==> config.mk <==
export PLATFORM = sky130hd
export DESIGN_NAME = cmd_tracker
export DESIGN_NICKNAME = d
export VERILOG_FILES = /design/src/common/ctl_pkg.sv /design/src/ctl_list/ctl_list.sv /design/src/verilog/cmd_accept.sv /design/src/verilog/cmd_issue.sv /design/src/verilog/cmd_table.sv /design/src/verilog/cmd_tracker.sv
export SDC_FILE = /design/constraint.sdc
export NUM_CORES = 1
export LEC_CHECK = 0
export BUFFER_PORTS_ARGS = -buffer_cell sky130_fd_sc_hd__buf_2
export CAP_MARGIN = 0
export CORE_UTILIZATION = 55
export DETAILED_ROUTE_END_ITERATION = 10
export PLACE_DENSITY = 0.79
export RECOVER_POWER = 25
export SETUP_SLACK_MARGIN = 0.05
export SYNTH_ARGS = -nofsm -noshare
export SYNTH_HDL_FRONTEND = slang
export SYNTH_SLANG_ARGS = --single-unit
==> constraint.sdc <==
create_clock -name ctl_clk -period 2.75 [get_ports ctl_clk]
set_clock_uncertainty 0.1 [all_clocks]
set_input_delay 0.275 -clock ctl_clk [delete_from_list [all_inputs] [get_ports ctl_clk]]
set_output_delay 0.275 -clock ctl_clk [all_outputs]
set_load 0.03 [all_outputs]
==> src/common/ctl_pkg.sv <==
package ctl_pkg;

    // tag pool size
    // also sets the list entries and table rows
    localparam int CTL_LIST_DEPTH = 8;

    // tag width, at least log2 of the depth
    localparam int CTL_LIST_WIDTH = 3;

    // command payload
    localparam int CMD_ADDR_WIDTH = 16;

    // reset fill for list contents
    // INCR loads tags 0 to depth-1 in order
    localparam string INIT_INCR = "INCR";
    localparam string INIT_ZERO = "ZERO";

    // reset state for list valid bits
    localparam string INIT_VALID = "VALID";
    localparam string INIT_EMPTY = "EMPTY";

endpackage

==> src/ctl_list/ctl_list.sv <==
`timescale 1ns/1ps

module ctl_list #(
    parameter string init_value_type = ctl_pkg::INIT_INCR,
    parameter string init_valid      = ctl_pkg::INIT_VALID
) (
    input  logic                                ctl_clk,
    input  logic                                ctl_reset_n,
    input  logic                                list_get,
    input  logic                                list_put,
    input  logic [ctl_pkg::CTL_LIST_WIDTH-1:0]  list_put_entry_id,
    output logic                                list_get_entry_valid,
    output logic [ctl_pkg::CTL_LIST_WIDTH-1:0]  list_get_entry_id,
    output logic [ctl_pkg::CTL_LIST_DEPTH-1:0]  list_get_entry_id_vector,
    output logic                                list_put_entry_ready
);

    // entry 0 is the head
    logic [ctl_pkg::CTL_LIST_WIDTH-1:0] list_q [ctl_pkg::CTL_LIST_DEPTH];
    logic [ctl_pkg::CTL_LIST_DEPTH-1:0] valid_q;
    logic [ctl_pkg::CTL_LIST_DEPTH-1:0] vector_q;

    // contents after the get shift
    logic [ctl_pkg::CTL_LIST_WIDTH-1:0] shift_list [ctl_pkg::CTL_LIST_DEPTH];
    logic [ctl_pkg::CTL_LIST_DEPTH-1:0] shift_valid;

    // contents after the put
    logic [ctl_pkg::CTL_LIST_WIDTH-1:0] list_d [ctl_pkg::CTL_LIST_DEPTH];
    logic [ctl_pkg::CTL_LIST_DEPTH-1:0] valid_d;
    logic [ctl_pkg::CTL_LIST_DEPTH-1:0] vector_d;

    assign list_get_entry_valid     = valid_q[0];
    assign list_get_entry_id        = list_q[0];
    assign list_get_entry_id_vector = vector_q;
    // room left while the tail slot is empty
    assign list_put_entry_ready     = ~valid_q[ctl_pkg::CTL_LIST_DEPTH-1];

    // get moves every entry one step toward the head
    always_comb
    begin
        shift_list  = list_q;
        shift_valid = valid_q;
        if (list_get)
        begin
            for (int i = 1; i < ctl_pkg::CTL_LIST_DEPTH; i++)
            begin
                shift_list[i-1]  = list_q[i];
                shift_valid[i-1] = valid_q[i];
            end
            shift_valid[ctl_pkg::CTL_LIST_DEPTH-1] = 1'b0;
        end
    end

    // put fills the first empty slot of the shifted list
    // on a same-cycle get this is the slot just vacated
    always_comb
    begin
        list_d  = shift_list;
        valid_d = shift_valid;
        if (list_put)
        begin
            if (~shift_valid[0])
            begin
                list_d[0]  = list_put_entry_id;
                valid_d[0] = 1'b1;
            end
            for (int i = 1; i < ctl_pkg::CTL_LIST_DEPTH; i++)
            begin
                if (shift_valid[i-1] & ~shift_valid[i])
                begin
                    list_d[i]  = list_put_entry_id;
                    valid_d[i] = 1'b1;
                end
            end
        end
        // one-hot of the new head, all zero when empty
        for (int i = 0; i < ctl_pkg::CTL_LIST_DEPTH; i++)
        begin
            vector_d[i] = valid_d[0] & (list_d[0] == i[ctl_pkg::CTL_LIST_WIDTH-1:0]);
        end
    end

    always_ff @(posedge ctl_clk or negedge ctl_reset_n)
    begin
        if (~ctl_reset_n)
        begin
            for (int i = 0; i < ctl_pkg::CTL_LIST_DEPTH; i++)
            begin
                if (init_value_type == ctl_pkg::INIT_INCR)
                begin
                    list_q[i] <= i[ctl_pkg::CTL_LIST_WIDTH-1:0];
                end
                else
                begin
                    list_q[i] <= '0;
                end
            end
            if (init_valid == ctl_pkg::INIT_VALID)
            begin
                valid_q  <= '1;
                // both fills hold tag 0 at the head
                vector_q <= {{(ctl_pkg::CTL_LIST_DEPTH-1){1'b0}}, 1'b1};
            end
            else
            begin
                valid_q  <= '0;
                vector_q <= '0;
            end
        end
        else
        begin
            list_q   <= list_d;
            valid_q  <= valid_d;
            vector_q <= vector_d;
        end
    end

endmodule

==> src/verilog/cmd_accept.sv <==
`timescale 1ns/1ps

module cmd_accept (
    input  logic                                ctl_clk,
    input  logic                                ctl_reset_n,
    input  logic                                in_req,
    input  logic [ctl_pkg::CMD_ADDR_WIDTH-1:0]  in_addr,
    input  logic                                in_write,
    input  logic                                free_valid,
    input  logic [ctl_pkg::CTL_LIST_WIDTH-1:0]  free_id,
    output logic                                in_ack,
    output logic                                alloc,
    output logic [ctl_pkg::CTL_LIST_WIDTH-1:0]  alloc_id,
    output logic [ctl_pkg::CMD_ADDR_WIDTH-1:0]  alloc_addr,
    output logic                                alloc_write
);

    typedef enum logic {
        ACC_IDLE,
        ACC_ACK
    } acc_state_t;

    acc_state_t state;

    // take a command only when a tag is free
    assign alloc       = (state == ACC_IDLE) & in_req & free_valid;
    // tag comes from the free list head
    assign alloc_id    = free_id;
    assign alloc_addr  = in_addr;
    assign alloc_write = in_write;

    assign in_ack = (state == ACC_ACK);

    always_ff @(posedge ctl_clk or negedge ctl_reset_n)
    begin
        if (~ctl_reset_n)
        begin
            state <= ACC_IDLE;
        end
        else
        begin
            case (state)
                ACC_IDLE:
                begin
                    if (alloc)
                    begin
                        state <= ACC_ACK;
                    end
                end
                default:
                begin
                    // hold ack until the requester lets go
                    if (~in_req)
                    begin
                        state <= ACC_IDLE;
                    end
                end
            endcase
        end
    end

endmodule

==> src/verilog/cmd_issue.sv <==
`timescale 1ns/1ps

module cmd_issue (
    input  logic                                ctl_clk,
    input  logic                                ctl_reset_n,
    input  logic                                head_valid,
    input  logic [ctl_pkg::CTL_LIST_WIDTH-1:0]  head_id,
    input  logic [ctl_pkg::CMD_ADDR_WIDTH-1:0]  head_addr,
    input  logic                                head_write,
    input  logic                                out_ack,
    output logic                                out_req,
    output logic [ctl_pkg::CTL_LIST_WIDTH-1:0]  out_id,
    output logic [ctl_pkg::CMD_ADDR_WIDTH-1:0]  out_addr,
    output logic                                out_write,
    output logic                                release_tag
);

    typedef enum logic [1:0] {
        ISS_IDLE,
        ISS_REQ,
        ISS_WAIT_LOW
    } iss_state_t;

    iss_state_t state;

    assign out_req = (state == ISS_REQ);

    // memory side has the command, so drop it from pending and free the tag
    assign release_tag = (state == ISS_REQ) & out_ack;

    always_ff @(posedge ctl_clk or negedge ctl_reset_n)
    begin
        if (~ctl_reset_n)
        begin
            state <= ISS_IDLE;
        end
        else
        begin
            case (state)
                ISS_IDLE:
                begin
                    if (head_valid)
                    begin
                        state <= ISS_REQ;
                    end
                end
                ISS_REQ:
                begin
                    if (out_ack)
                    begin
                        state <= ISS_WAIT_LOW;
                    end
                end
                default:
                begin
                    if (~out_ack)
                    begin
                        state <= ISS_IDLE;
                    end
                end
            endcase
        end
    end

    // payload held stable for the whole request
    always_ff @(posedge ctl_clk)
    begin
        if ((state == ISS_IDLE) & head_valid)
        begin
            out_id    <= head_id;
            out_addr  <= head_addr;
            out_write <= head_write;
        end
    end

endmodule

==> src/verilog/cmd_table.sv <==
`timescale 1ns/1ps

module cmd_table (
    input  logic                                ctl_clk,
    input  logic                                ctl_reset_n,
    input  logic                                wr_en,
    input  logic [ctl_pkg::CTL_LIST_WIDTH-1:0]  wr_id,
    input  logic [ctl_pkg::CMD_ADDR_WIDTH-1:0]  wr_addr,
    input  logic                                wr_write,
    input  logic [ctl_pkg::CTL_LIST_DEPTH-1:0]  rd_sel,
    output logic [ctl_pkg::CMD_ADDR_WIDTH-1:0]  rd_addr,
    output logic                                rd_write
);

    // one row per tag
    logic [ctl_pkg::CMD_ADDR_WIDTH-1:0] row_addr [ctl_pkg::CTL_LIST_DEPTH];
    logic [ctl_pkg::CTL_LIST_DEPTH-1:0] row_write;

    always_ff @(posedge ctl_clk or negedge ctl_reset_n)
    begin
        if (~ctl_reset_n)
        begin
            for (int i = 0; i < ctl_pkg::CTL_LIST_DEPTH; i++)
            begin
                row_addr[i] <= '0;
            end
            row_write <= '0;
        end
        else if (wr_en)
        begin
            row_addr[wr_id]  <= wr_addr;
            row_write[wr_id] <= wr_write;
        end
    end

    // and-or mux on the one-hot select
    always_comb
    begin
        rd_addr  = '0;
        rd_write = 1'b0;
        for (int i = 0; i < ctl_pkg::CTL_LIST_DEPTH; i++)
        begin
            rd_addr  = rd_addr | (row_addr[i] & {ctl_pkg::CMD_ADDR_WIDTH{rd_sel[i]}});
            rd_write = rd_write | (row_write[i] & rd_sel[i]);
        end
    end

endmodule

==> src/verilog/cmd_tracker.sv <==
`timescale 1ns/1ps

module cmd_tracker (
    input  logic                                ctl_clk,
    input  logic                                ctl_reset_n,
    input  logic                                in_req,
    input  logic [ctl_pkg::CMD_ADDR_WIDTH-1:0]  in_addr,
    input  logic                                in_write,
    input  logic                                out_ack,
    output logic                                in_ack,
    output logic                                out_req,
    output logic [ctl_pkg::CTL_LIST_WIDTH-1:0]  out_id,
    output logic [ctl_pkg::CMD_ADDR_WIDTH-1:0]  out_addr,
    output logic                                out_write
);

    // free tag pool head
    logic                               free_valid;
    logic [ctl_pkg::CTL_LIST_WIDTH-1:0] free_id;

    // pending queue head
    logic                               pend_valid;
    logic [ctl_pkg::CTL_LIST_WIDTH-1:0] pend_id;
    logic [ctl_pkg::CTL_LIST_DEPTH-1:0] pend_vector;

    // accepted command
    logic                               alloc;
    logic [ctl_pkg::CTL_LIST_WIDTH-1:0] alloc_id;
    logic [ctl_pkg::CMD_ADDR_WIDTH-1:0] alloc_addr;
    logic                               alloc_write;

    // payload of the pending head
    logic [ctl_pkg::CMD_ADDR_WIDTH-1:0] head_addr;
    logic                               head_write;

    logic                               release_tag;

    // starts full, ready and pending vector not needed here
    ctl_list #(
        .init_value_type (ctl_pkg::INIT_INCR),
        .init_valid      (ctl_pkg::INIT_VALID)
    ) free_list_i (
        .ctl_clk                  (ctl_clk),
        .ctl_reset_n              (ctl_reset_n),
        .list_get                 (alloc),
        .list_put                 (release_tag),
        .list_put_entry_id        (out_id),
        .list_get_entry_valid     (free_valid),
        .list_get_entry_id        (free_id),
        .list_get_entry_id_vector (),
        .list_put_entry_ready     ()
    );

    // in-order queue of tags waiting to issue
    ctl_list #(
        .init_value_type (ctl_pkg::INIT_ZERO),
        .init_valid      (ctl_pkg::INIT_EMPTY)
    ) pend_list_i (
        .ctl_clk                  (ctl_clk),
        .ctl_reset_n              (ctl_reset_n),
        .list_get                 (release_tag),
        .list_put                 (alloc),
        .list_put_entry_id        (alloc_id),
        .list_get_entry_valid     (pend_valid),
        .list_get_entry_id        (pend_id),
        .list_get_entry_id_vector (pend_vector),
        .list_put_entry_ready     ()
    );

    cmd_table cmd_table_i (
        .ctl_clk     (ctl_clk),
        .ctl_reset_n (ctl_reset_n),
        .wr_en       (alloc),
        .wr_id       (alloc_id),
        .wr_addr     (alloc_addr),
        .wr_write    (alloc_write),
        .rd_sel      (pend_vector),
        .rd_addr     (head_addr),
        .rd_write    (head_write)
    );

    cmd_accept cmd_accept_i (
        .ctl_clk     (ctl_clk),
        .ctl_reset_n (ctl_reset_n),
        .in_req      (in_req),
        .in_addr     (in_addr),
        .in_write    (in_write),
        .free_valid  (free_valid),
        .free_id     (free_id),
        .in_ack      (in_ack),
        .alloc       (alloc),
        .alloc_id    (alloc_id),
        .alloc_addr  (alloc_addr),
        .alloc_write (alloc_write)
    );

    cmd_issue cmd_issue_i (
        .ctl_clk     (ctl_clk),
        .ctl_reset_n (ctl_reset_n),
        .head_valid  (pend_valid),
        .head_id     (pend_id),
        .head_addr   (head_addr),
        .head_write  (head_write),
        .out_ack     (out_ack),
        .out_req     (out_req),
        .out_id      (out_id),
        .out_addr    (out_addr),
        .out_write   (out_write),
        .release_tag (release_tag)
    );

endmodule

* Word level (Yosys, flattened, before mapping)
Cells that the tools add are included. W data, S select, Z words.
Cells by class: reduce and logical (&&, ||, !) cells 7, magnitude comparators 4, bitwise logic cells 72, multiplexer cells 51, eq/ne operators 11
Operators by type and width (number):
- $and A16 B16 Y16 | 8
- $bwmux W128 | 1
- $or A16 B16 Y16 | 7
- $demux W16 S3 | 1
- $mux W24 | 2
- $mux W3 | 16
- $mux W21 | 2
- $and A1 B1 Y1 | 34
- $mux W8 | 4
- $mux W1 | 18
- $mux W16 | 1
- $not A1 Y1 | 15
- $eq A3 B3 Y1 const B | 4
- $bwmux W8 | 1
- $or A1 B1 Y1 | 7
- $eq A3 B2 Y1 const B | 2
- $mux W2 | 3
- $ge A4 B4 Y1 const B | 1
- $lt A3 B4 Y1 const B | 1
- $lt A4 B1 Y1 const B | 1
- $ne A2 B2 Y1 const B | 2
- $not A3 Y4 | 1
- $pmux W2 S2 | 1
- $reduce_and A2 Y1 | 2
- other kinds (9) | 10
Word-level totals: register bits after elaboration 231, output and inout bits 22, logic and storage cells 178

* Depth between registers and ports, before layout
Gate-level depths: netlist of run 1.
depth after elaboration 9, gate-level depth with buffers 8

* Modules after synthesis
From an unflattened synthesis of run 1, not the netlist that was laid out.
Unflattened totals: cell total of the unflattened synthesis 806, area, all modules 11086.9 um2
Modules (own cells, without submodules):
- cmd_table | times used 1, area each 5879.4 um2, cells an instance 396, sequential area each 3403.3 um2
- ctl_list (free_list_i) | times used 1, area each 2163.3 um2, cells an instance 178, sequential area each 1027.2 um2
- ctl_list (pend_list_i) | times used 1, area each 2137.0 um2, cells an instance 178, sequential area each 1001.0 um2
- cmd_issue | times used 1, area each 715.7 um2, cells an instance 31, sequential area each 650.6 um2
- cmd_accept | times used 1, area each 191.4 um2, cells an instance 23, sequential area each 25.0 um2

* Least setup slack after synthesis of run 1
OpenSTA, ideal clock, no wires.
path kind register -> register, start point register pend_list_i.valid_q[0] in the netlist's numbering, end point register cmd_issue_i.out_addr[0] in the netlist's numbering (enable), period minus slack after synthesis 2557 ps, setup slack 193 ps, cell stages (with the launch flop) 3, arrival 2032 ps, cells stage by stage dfrtp_1 > inv_1 > nor3_1
On the way: longest elaborated chain between the ends 1
Ends and longest elaborated chain:
- start: declaration | RTL line ctl_list.sv:20 | logic [ctl_pkg::CTL_LIST_DEPTH-1:0] valid_q;
- start signal: assignment | RTL line ctl_list.sv:113 | valid_q <= valid_d;
- $and A1 B1 Y1 | RTL line cmd_issue.sv:68 | if ((state == ISS_IDLE) & head_valid)
- end signal: assignment | RTL line cmd_issue.sv:71 | out_addr <= head_addr;
- end: declaration | RTL line cmd_issue.sv:13 | output logic [ctl_pkg::CMD_ADDR_WIDTH-1:0] out_addr,
Every way passes these cells. A chain may end at the register's enable or synchronous reset.

==> flow_summary.toml, run 1 <==
[status]
status = "finished with violations"
violations = "capacitance limit, slew limit"

[layout]
drive_gt1_frac = 0.3744
antenna_cells = 0
mostFrequentLayoutCells = "dfrtp_1, mux2_2, nand2_1, a22oi_1, buf_2"
nets = 886
syn_to_final_growth_pct = 15.45
layout_commonest_cell = "dfrtp_1"
fin_util = 0.6517
design_area_sq_um = 11750

[route]
drc = 0
ant_nets = 0
drt_first_pass_iters = 6
dr.first_iter.drc_count = 443
wl_per_cell_um = 19.53
routed-via-count = 6614
via_per_inst = 5.942
totalWireLength_um = 21730

[grt]
grt_pass1_wl_um = 36020
grt_max_degree = 72
grt.total_usage = 0.2346
overflow = 0
grt_pass1_vias = 6811
antenna_found_initial = 0

[setup_path]
worstPathArrival_ns = 2.75
worst_ep_required_time_ns = 3.09
crit_type = "reg2reg"
r2r_setup_slack_ns = 0.34
crit_path_start_kind = "flip-flop"
crit_buf_inv = 1
critical-path-top-delay-family = "flip-flops"
slowest_delay_ns = 0.72
crit_fanout = 19
slowest_stage = "dfstp_1"
worstPathCellList = "nand3b_4, a211oi_4, mux2i_2, inv_2, nor3_1"
crit_path_end_kind = "flip-flop"

[synthesis]
synthArstFlopShare = 0.9134
synth.distinct_cells = 47
synthCells = 800
synth_seq_cells = 231
syn-cell-area_sq_um = 10170
synth_area_per_cell_sq_um = 12.72
synth-edff-count = 20
synth-seq-area-share = 0.5804
synth.net_count = 821
yosysWarnings = 0
synthFlopType = "dfrtp_1"

[placement]
portBuffers = 42
gp_congestion = 0.7510
dp_hpwl_um = 12350
placed_area_sq_um = 10660

[clocking]
clkLatencyLatePin_ns = 0.53
clkTransAtPathRegs_ns = 0.06
postCtsSetupBuffers = 0
ctsLongestPathBuffers = 3
cts_buffers = 25
cts_tree = "done"
cts_sinks = 231
cts_root_buffer = "clkbuf_16"
h-tree-depth = 1

[power]
internal_power_w = 0.009035
seq_power_share = 0.465
irDropWorstVdd_v = 0.0008907
clockPowerShare = 0.266
total_power_w = 0.01336
powerDensity_nw_per_um2 = 1138
comb_power_share = 0.270
p_leak_nw = 5.425
swShare = 0.3240
p_sw_w = 0.004330

[timing]
fin_crit_ns = 2.412
setup_viol = 0
fmax_mhz = 414.6
tns_ns = 0
finalMaxSlewViolations = 69
slew-limit-headroom = -0.2302
worst_slew_pin_slew_ns = 1.845
grt_setup_unrepaired = "false"
hold_violations = 0
worst_hold_slack_ns = 0.02848
layout_worst_path_cycle_share = 0.8770

[run]
cap_violations = 1

[die]
io_pins = 43
die_x_um = 138.0
num_rows = 49
die_h_um = 138.0
die-area_sq_um = 19050
core_area_sq_um = 18020
start_util = 0.5645

[hold_path]
hp-class = "in2reg"
## synth_stat cells, types with 2 or more instances
| cell type | number | area share |
|---|---|---|
| a211oi_2 | 2 | 0.0025 |
| a21oi_1 | 14 | 0.0069 |
| a222oi_1 | 11 | 0.011 |
| a22o_1 | 2 | 0.0017 |
| a22oi_1 | 68 | 0.050 |
| and3b_1 | 2 | 0.0017 |
| buf_2 | 11 | 0.0054 |
| buf_4 | 5 | 0.0037 |
| buf_6 | 3 | 0.0033 |
| clkbuf_1 | 26 | 0.0096 |
| dfrtp_1 | 191 | 0.47 |
| dfstp_2 | 20 | 0.052 |
| edfxtp_1 | 20 | 0.059 |
| inv_1 | 13 | 0.0048 |
| inv_2 | 2 | 0.00074 |
| mux2_2 | 181 | 0.20 |
| mux2_4 | 2 | 0.0030 |
| mux2i_2 | 2 | 0.0027 |
| nand2_1 | 145 | 0.053 |
| nand3b_1 | 2 | 0.0015 |
| nand3b_2 | 2 | 0.0022 |
| nand3b_4 | 2 | 0.0039 |
| nand4_1 | 17 | 0.010 |
| nor2_1 | 6 | 0.0022 |
| nor2b_1 | 11 | 0.0068 |
| nor3_1 | 11 | 0.0054 |
| nor3b_4 | 2 | 0.0037 |
| o21a_1 | 3 | 0.0022 |
| o21ai_0 | 6 | 0.0030 |
## power by group through the flow
stage	logic, W	registers, W	clock network [W]
2_1_floorplan	0.00272	0.00600	0
3_3_place_gp	0.00345	0.00618	0
3_5_place_dp	0.00358	0.00624	0
4_1_cts	0.00363	0.00620	0.00361
5_1_grt	0.00396	0.00641	0.00376
6_report	0.00360	0.00621	0.00355
## metal layers
layer	vias up	wire, um	share of wire	GRT usage
li1	3036	-	-	-
met1	3369	9714	0.45	0.3338
met2	167	10480	0.48	0.3779
met3	42	1073	0.049	0.03637
met4	0	468	0.022	0.06246
met5	-	0	0	0
## final cells by class
| type | instances | area (sq um) |
|---|---|---|
| fillers | 1321 | 6279 |
| flip-flops and latches | 231 | 5906 |
| multi-input cells | 509 | 3989 |
| clock buffers | 38 | 794.5 |
| repair buffers | 83 | 603.1 |
| well taps | 229 | 286.5 |
| clock inverters | 8 | 111.4 |
| inverters | 15 | 56.30 |
## path summary, 6_finish.rpt
path	cells after the start	startpoint	endpoint
worst max-delay path	5	free_list_i.valid_q[0]$_DFF_PN1_	pend_list_i.list_get_entry_id_vector[4]$_DFF_PN0_
worst min-delay path	2	in_addr[8]	cmd_table_i.row_addr[88]$_DFFE_PN0P_
worst max register to register	5	free_list_i.valid_q[0]$_DFF_PN1_	pend_list_i.list_get_entry_id_vector[4]$_DFF_PN0_
worst min register to register	0	pend_list_i.list_get_entry_id[0]$_DFF_PN0_	cmd_issue_i.out_id[0]$_DFFE_PP_
max in group asynchronous	3	ctl_reset_n	free_list_i.list_q[18]$_DFF_PN1_
min in group asynchronous	2	ctl_reset_n	cmd_table_i.row_addr[51]$_DFFE_PN0P_
## per-stage QoR
stage	std cells	worst slack, ns
final	1113	0.3383
after global routing	1113	0.1877
after CTS	1113	0.4503
after detailed placement	1048	0.4795
after global placement	1048	0.5744
after floorplan	800	0.1935
## worst reg2reg max path, stage by stage, from the launching register on
cell and delay [ns]:
dfstp_1 0.72, nand3b_4 0.31, a211oi_4 0.43, mux2i_2 0.42
inv_2 0.12, nor3_1 0.22
## timing repair
item	in CTS	in global routing
hold endpoints to repair	179	0
hold buffers	19	0
endpoints found under the setup margin	0	0
gates resized for setup	0	0
## registers in the layout, indices dropped and copies added (netlist names), 3 cells and up
signal,flops
free_list_i.valid_q,8
cmd_issue_i.out_id,3
pend_list_i.list_get_entry_id_vector,8
cmd_table_i.row_write,8
pend_list_i.list_get_entry_id,3
cmd_issue_i.out_addr,16
free_list_i.list_get_entry_id,3
free_list_i.list_q,21
pend_list_i.valid_q,8
pend_list_i.list_q,21
cmd_table_i.row_addr,128
## logic make-up after synthesis
family / count (synthesis) / synth area share
buffers and inverters: 60 / 0.02755
AND/OR/NAND/NOR: 210 / 0.1013
XOR/XNOR: 1 / 0.0008610
flip-flops: 231 / 0.5804
AO/OA/AOI/OAI: 112 / 0.08288
multiplexers: 186 / 0.2070
Note: power is estimated with default switching activity, not from simulation.
==> inputs of run 2 (changes only) <==
SYNTH_HIERARCHICAL = 1   (was not set)
==> flow_summary.toml, run 2 <==
[die]
num_rows = 50
core_area_sq_um = 18890
start_util = 0.5670
die-area_sq_um = 20040
die_h_um = 141.6
io_pins = 43
die_x_um = 141.6

[layout]
nets = 821
syn_to_final_growth_pct = 10.19
largest_reg_flops = 128
fin_cells = 1078
multiInputGateArea_sq_um = 4250
mostFrequentLayoutCells = "dfrtp_1, mux2_2, a22oi_1, mux2i_1, buf_2"
antenna_cells = 0
seq_area_sq_um = 5906
drive_gt1_frac = 0.3851
fin_util = 0.6247
design_area_sq_um = 11800
layout_commonest_cell = "dfrtp_1"
top_register = "cmd_table_i/row_addr"
biggestRegsByFlops = "cmd_table_i/row_addr (128), free_list_i/list_q (21), pend_list_i/list_q (21)"
fillers = 1426

[setup_path]
crit_path_start_kind = "flip-flop"
r2r_setup_slack_ns = 0.37
r2r-start = "free_list_i/valid_q[0]$_DFF_PN1_"
crit_path_end_kind = "flip-flop"
timing.rr.end = "cmd_table_i/row_write[5]$_DFFE_PN0P_"
crit_fanout = 17
worstPathCellList = "and3b_2, nand4b_2, mux2_2"
critical-path-top-delay-family = "simple AND/OR/NAND/NOR gates"
slowest_delay_ns = 0.65
worst_ep_required_time_ns = 3.04
crit_type = "reg2reg"
r2r_cells = 3
crit_buf_inv = 0
worstPathArrival_ns = 2.68
slowest_stage = "nand4b_2"

[clocking]
cts_buffers = 24
cts_root_buffer = "clkbuf_16"
cts_sinks = 231
clkTransAtPathRegs_ns = 0.06
h-tree-depth = 1
ctsLongestPathBuffers = 3
cts_tree = "done"
clkLatencyLatePin_ns = 0.53
postCtsSetupBuffers = 0

[synthesis]
yosysWarnings = 6
synth_area_per_cell_sq_um = 13.86
syn-cell-area_sq_um = 10710
synthCells = 773
synth.net_count = 794

[route]
via_per_inst = 5.953
drc = 0
ant_nets = 0
wl_per_cell_um = 20.33
drt_first_pass_iters = 4
dr.first_iter.drc_count = 362
totalWireLength_um = 21920
routed-via-count = 6417

[run]
cap_violations = 1

[timing]
slew-limit-headroom = -0.2781
setup_viol = 0
fmax_mhz = 419.5
hold_violations = 0
layout_worst_path_cycle_share = 0.8668
tns_ns = 0
fin_crit_ns = 2.384
finalMaxSlewViolations = 74
worst_slew_pin_slew_ns = 1.917
grt_setup_unrepaired = "false"

[grt]
grt_max_degree = 76
grt_pass1_vias = 6782
antenna_found_initial = 0
grt_pass1_wl_um = 36000
overflow = 0
grt.total_usage = 0.2297

[placement]
portBuffers = 42
dp_hpwl_um = 13270
place_inst = 1015
placed_area_sq_um = 10910
gp_congestion = 0.8044

[hold_path]
min_path_cells = 2
min_from = "in_addr[0]"
hp-class = "in2reg"
whs_endpoint = "cmd_table_i/row_addr[96]$_DFFE_PN0P_"

[power]
p_leak_nw = 5.231
irDropWorstVdd_v = 0.0005024
powerDensity_nw_per_um2 = 1140

[status]
status = "finished with violations"
violations = "capacitance limit, slew limit"
[run 2: how the worst max path moves through the flow]
| stage | startpoint | to | slack, ns | depth (start not counted) |
|---|---|---|---|---|
| floorplan | cmd_issue_i/state[1]$_DFFE_PN0P_ | cmd_issue_i/out_addr[0]$_DFFE_PP_ | 0.24 | 1 |
| global placement | free_list_i/valid_q[0]$_DFF_PN1_ | cmd_table_i/row_addr[32]$_DFFE_PN0P_ | 0.48 | 3 |
| detailed placement | cmd_issue_i/state[0]$_DFFE_PN0P_ | pend_list_i/list_get_entry_id_vector[0]$_DFF_PN0_ | 0.43 | 5 |
| CTS | cmd_issue_i/state[0]$_DFFE_PN0P_ | pend_list_i/list_get_entry_id_vector[3]$_DFF_PN0_ | 0.39 | 5 |
| global route | cmd_issue_i/state[0]$_DFFE_PN0P_ | pend_list_i/list_get_entry_id_vector[3]$_DFF_PN0_ | 0.21 | 5 |
| finish | free_list_i/valid_q[0]$_DFF_PN1_ | cmd_table_i/row_write[5]$_DFFE_PN0P_ | 0.37 | 3 |
[run 2: area by class of cell]
type                    count  area share
multi-input cells         454      0.3601
clock buffers              38     0.05703
well taps                 260     0.02756
inverters                  11    0.003498
repair buffers             78     0.04770
clock inverters             6    0.003710
flip-flops and latches    231      0.5004
[run 2: metal layers]
metal / global-route usage / share of wire / vias up
met4: 0.08602 / 0.020 / 0
met1: 0.3003 / 0.41 / 3271
li1: - / - / 2906
met3: 0.04455 / 0.083 / 43
met5: 0 / 0 / -
met2: 0.3816 / 0.49 / 197
[run 2: report_power, final]
part / switching (W) / internal, W
Sequential: 0.00134 / 0.00519
Combinational: 0.00189 / 0.00208
Clock: 0.00127 / 0.00168
[run 2: timing repair]
item,in CTS,in global routing
gates resized for setup,0,0
endpoints found under the hold margin,195,0
hold buffers,19,0
[run 2: stage by stage]
step / setup slack, ns / total power [W] / hold slack, ns
2_1_floorplan: 0.2350 / 0.009490 / -0.1206
3_3_place_gp: 0.4824 / 0.01018 / 0.2219
3_5_place_dp: 0.4324 / 0.01050 / 0.2361
4_1_cts: 0.3874 / 0.01353 / 0.004862
5_1_grt: 0.2081 / 0.01420 / 0.01790
6_report: 0.3663 / 0.01346 / 0.02018
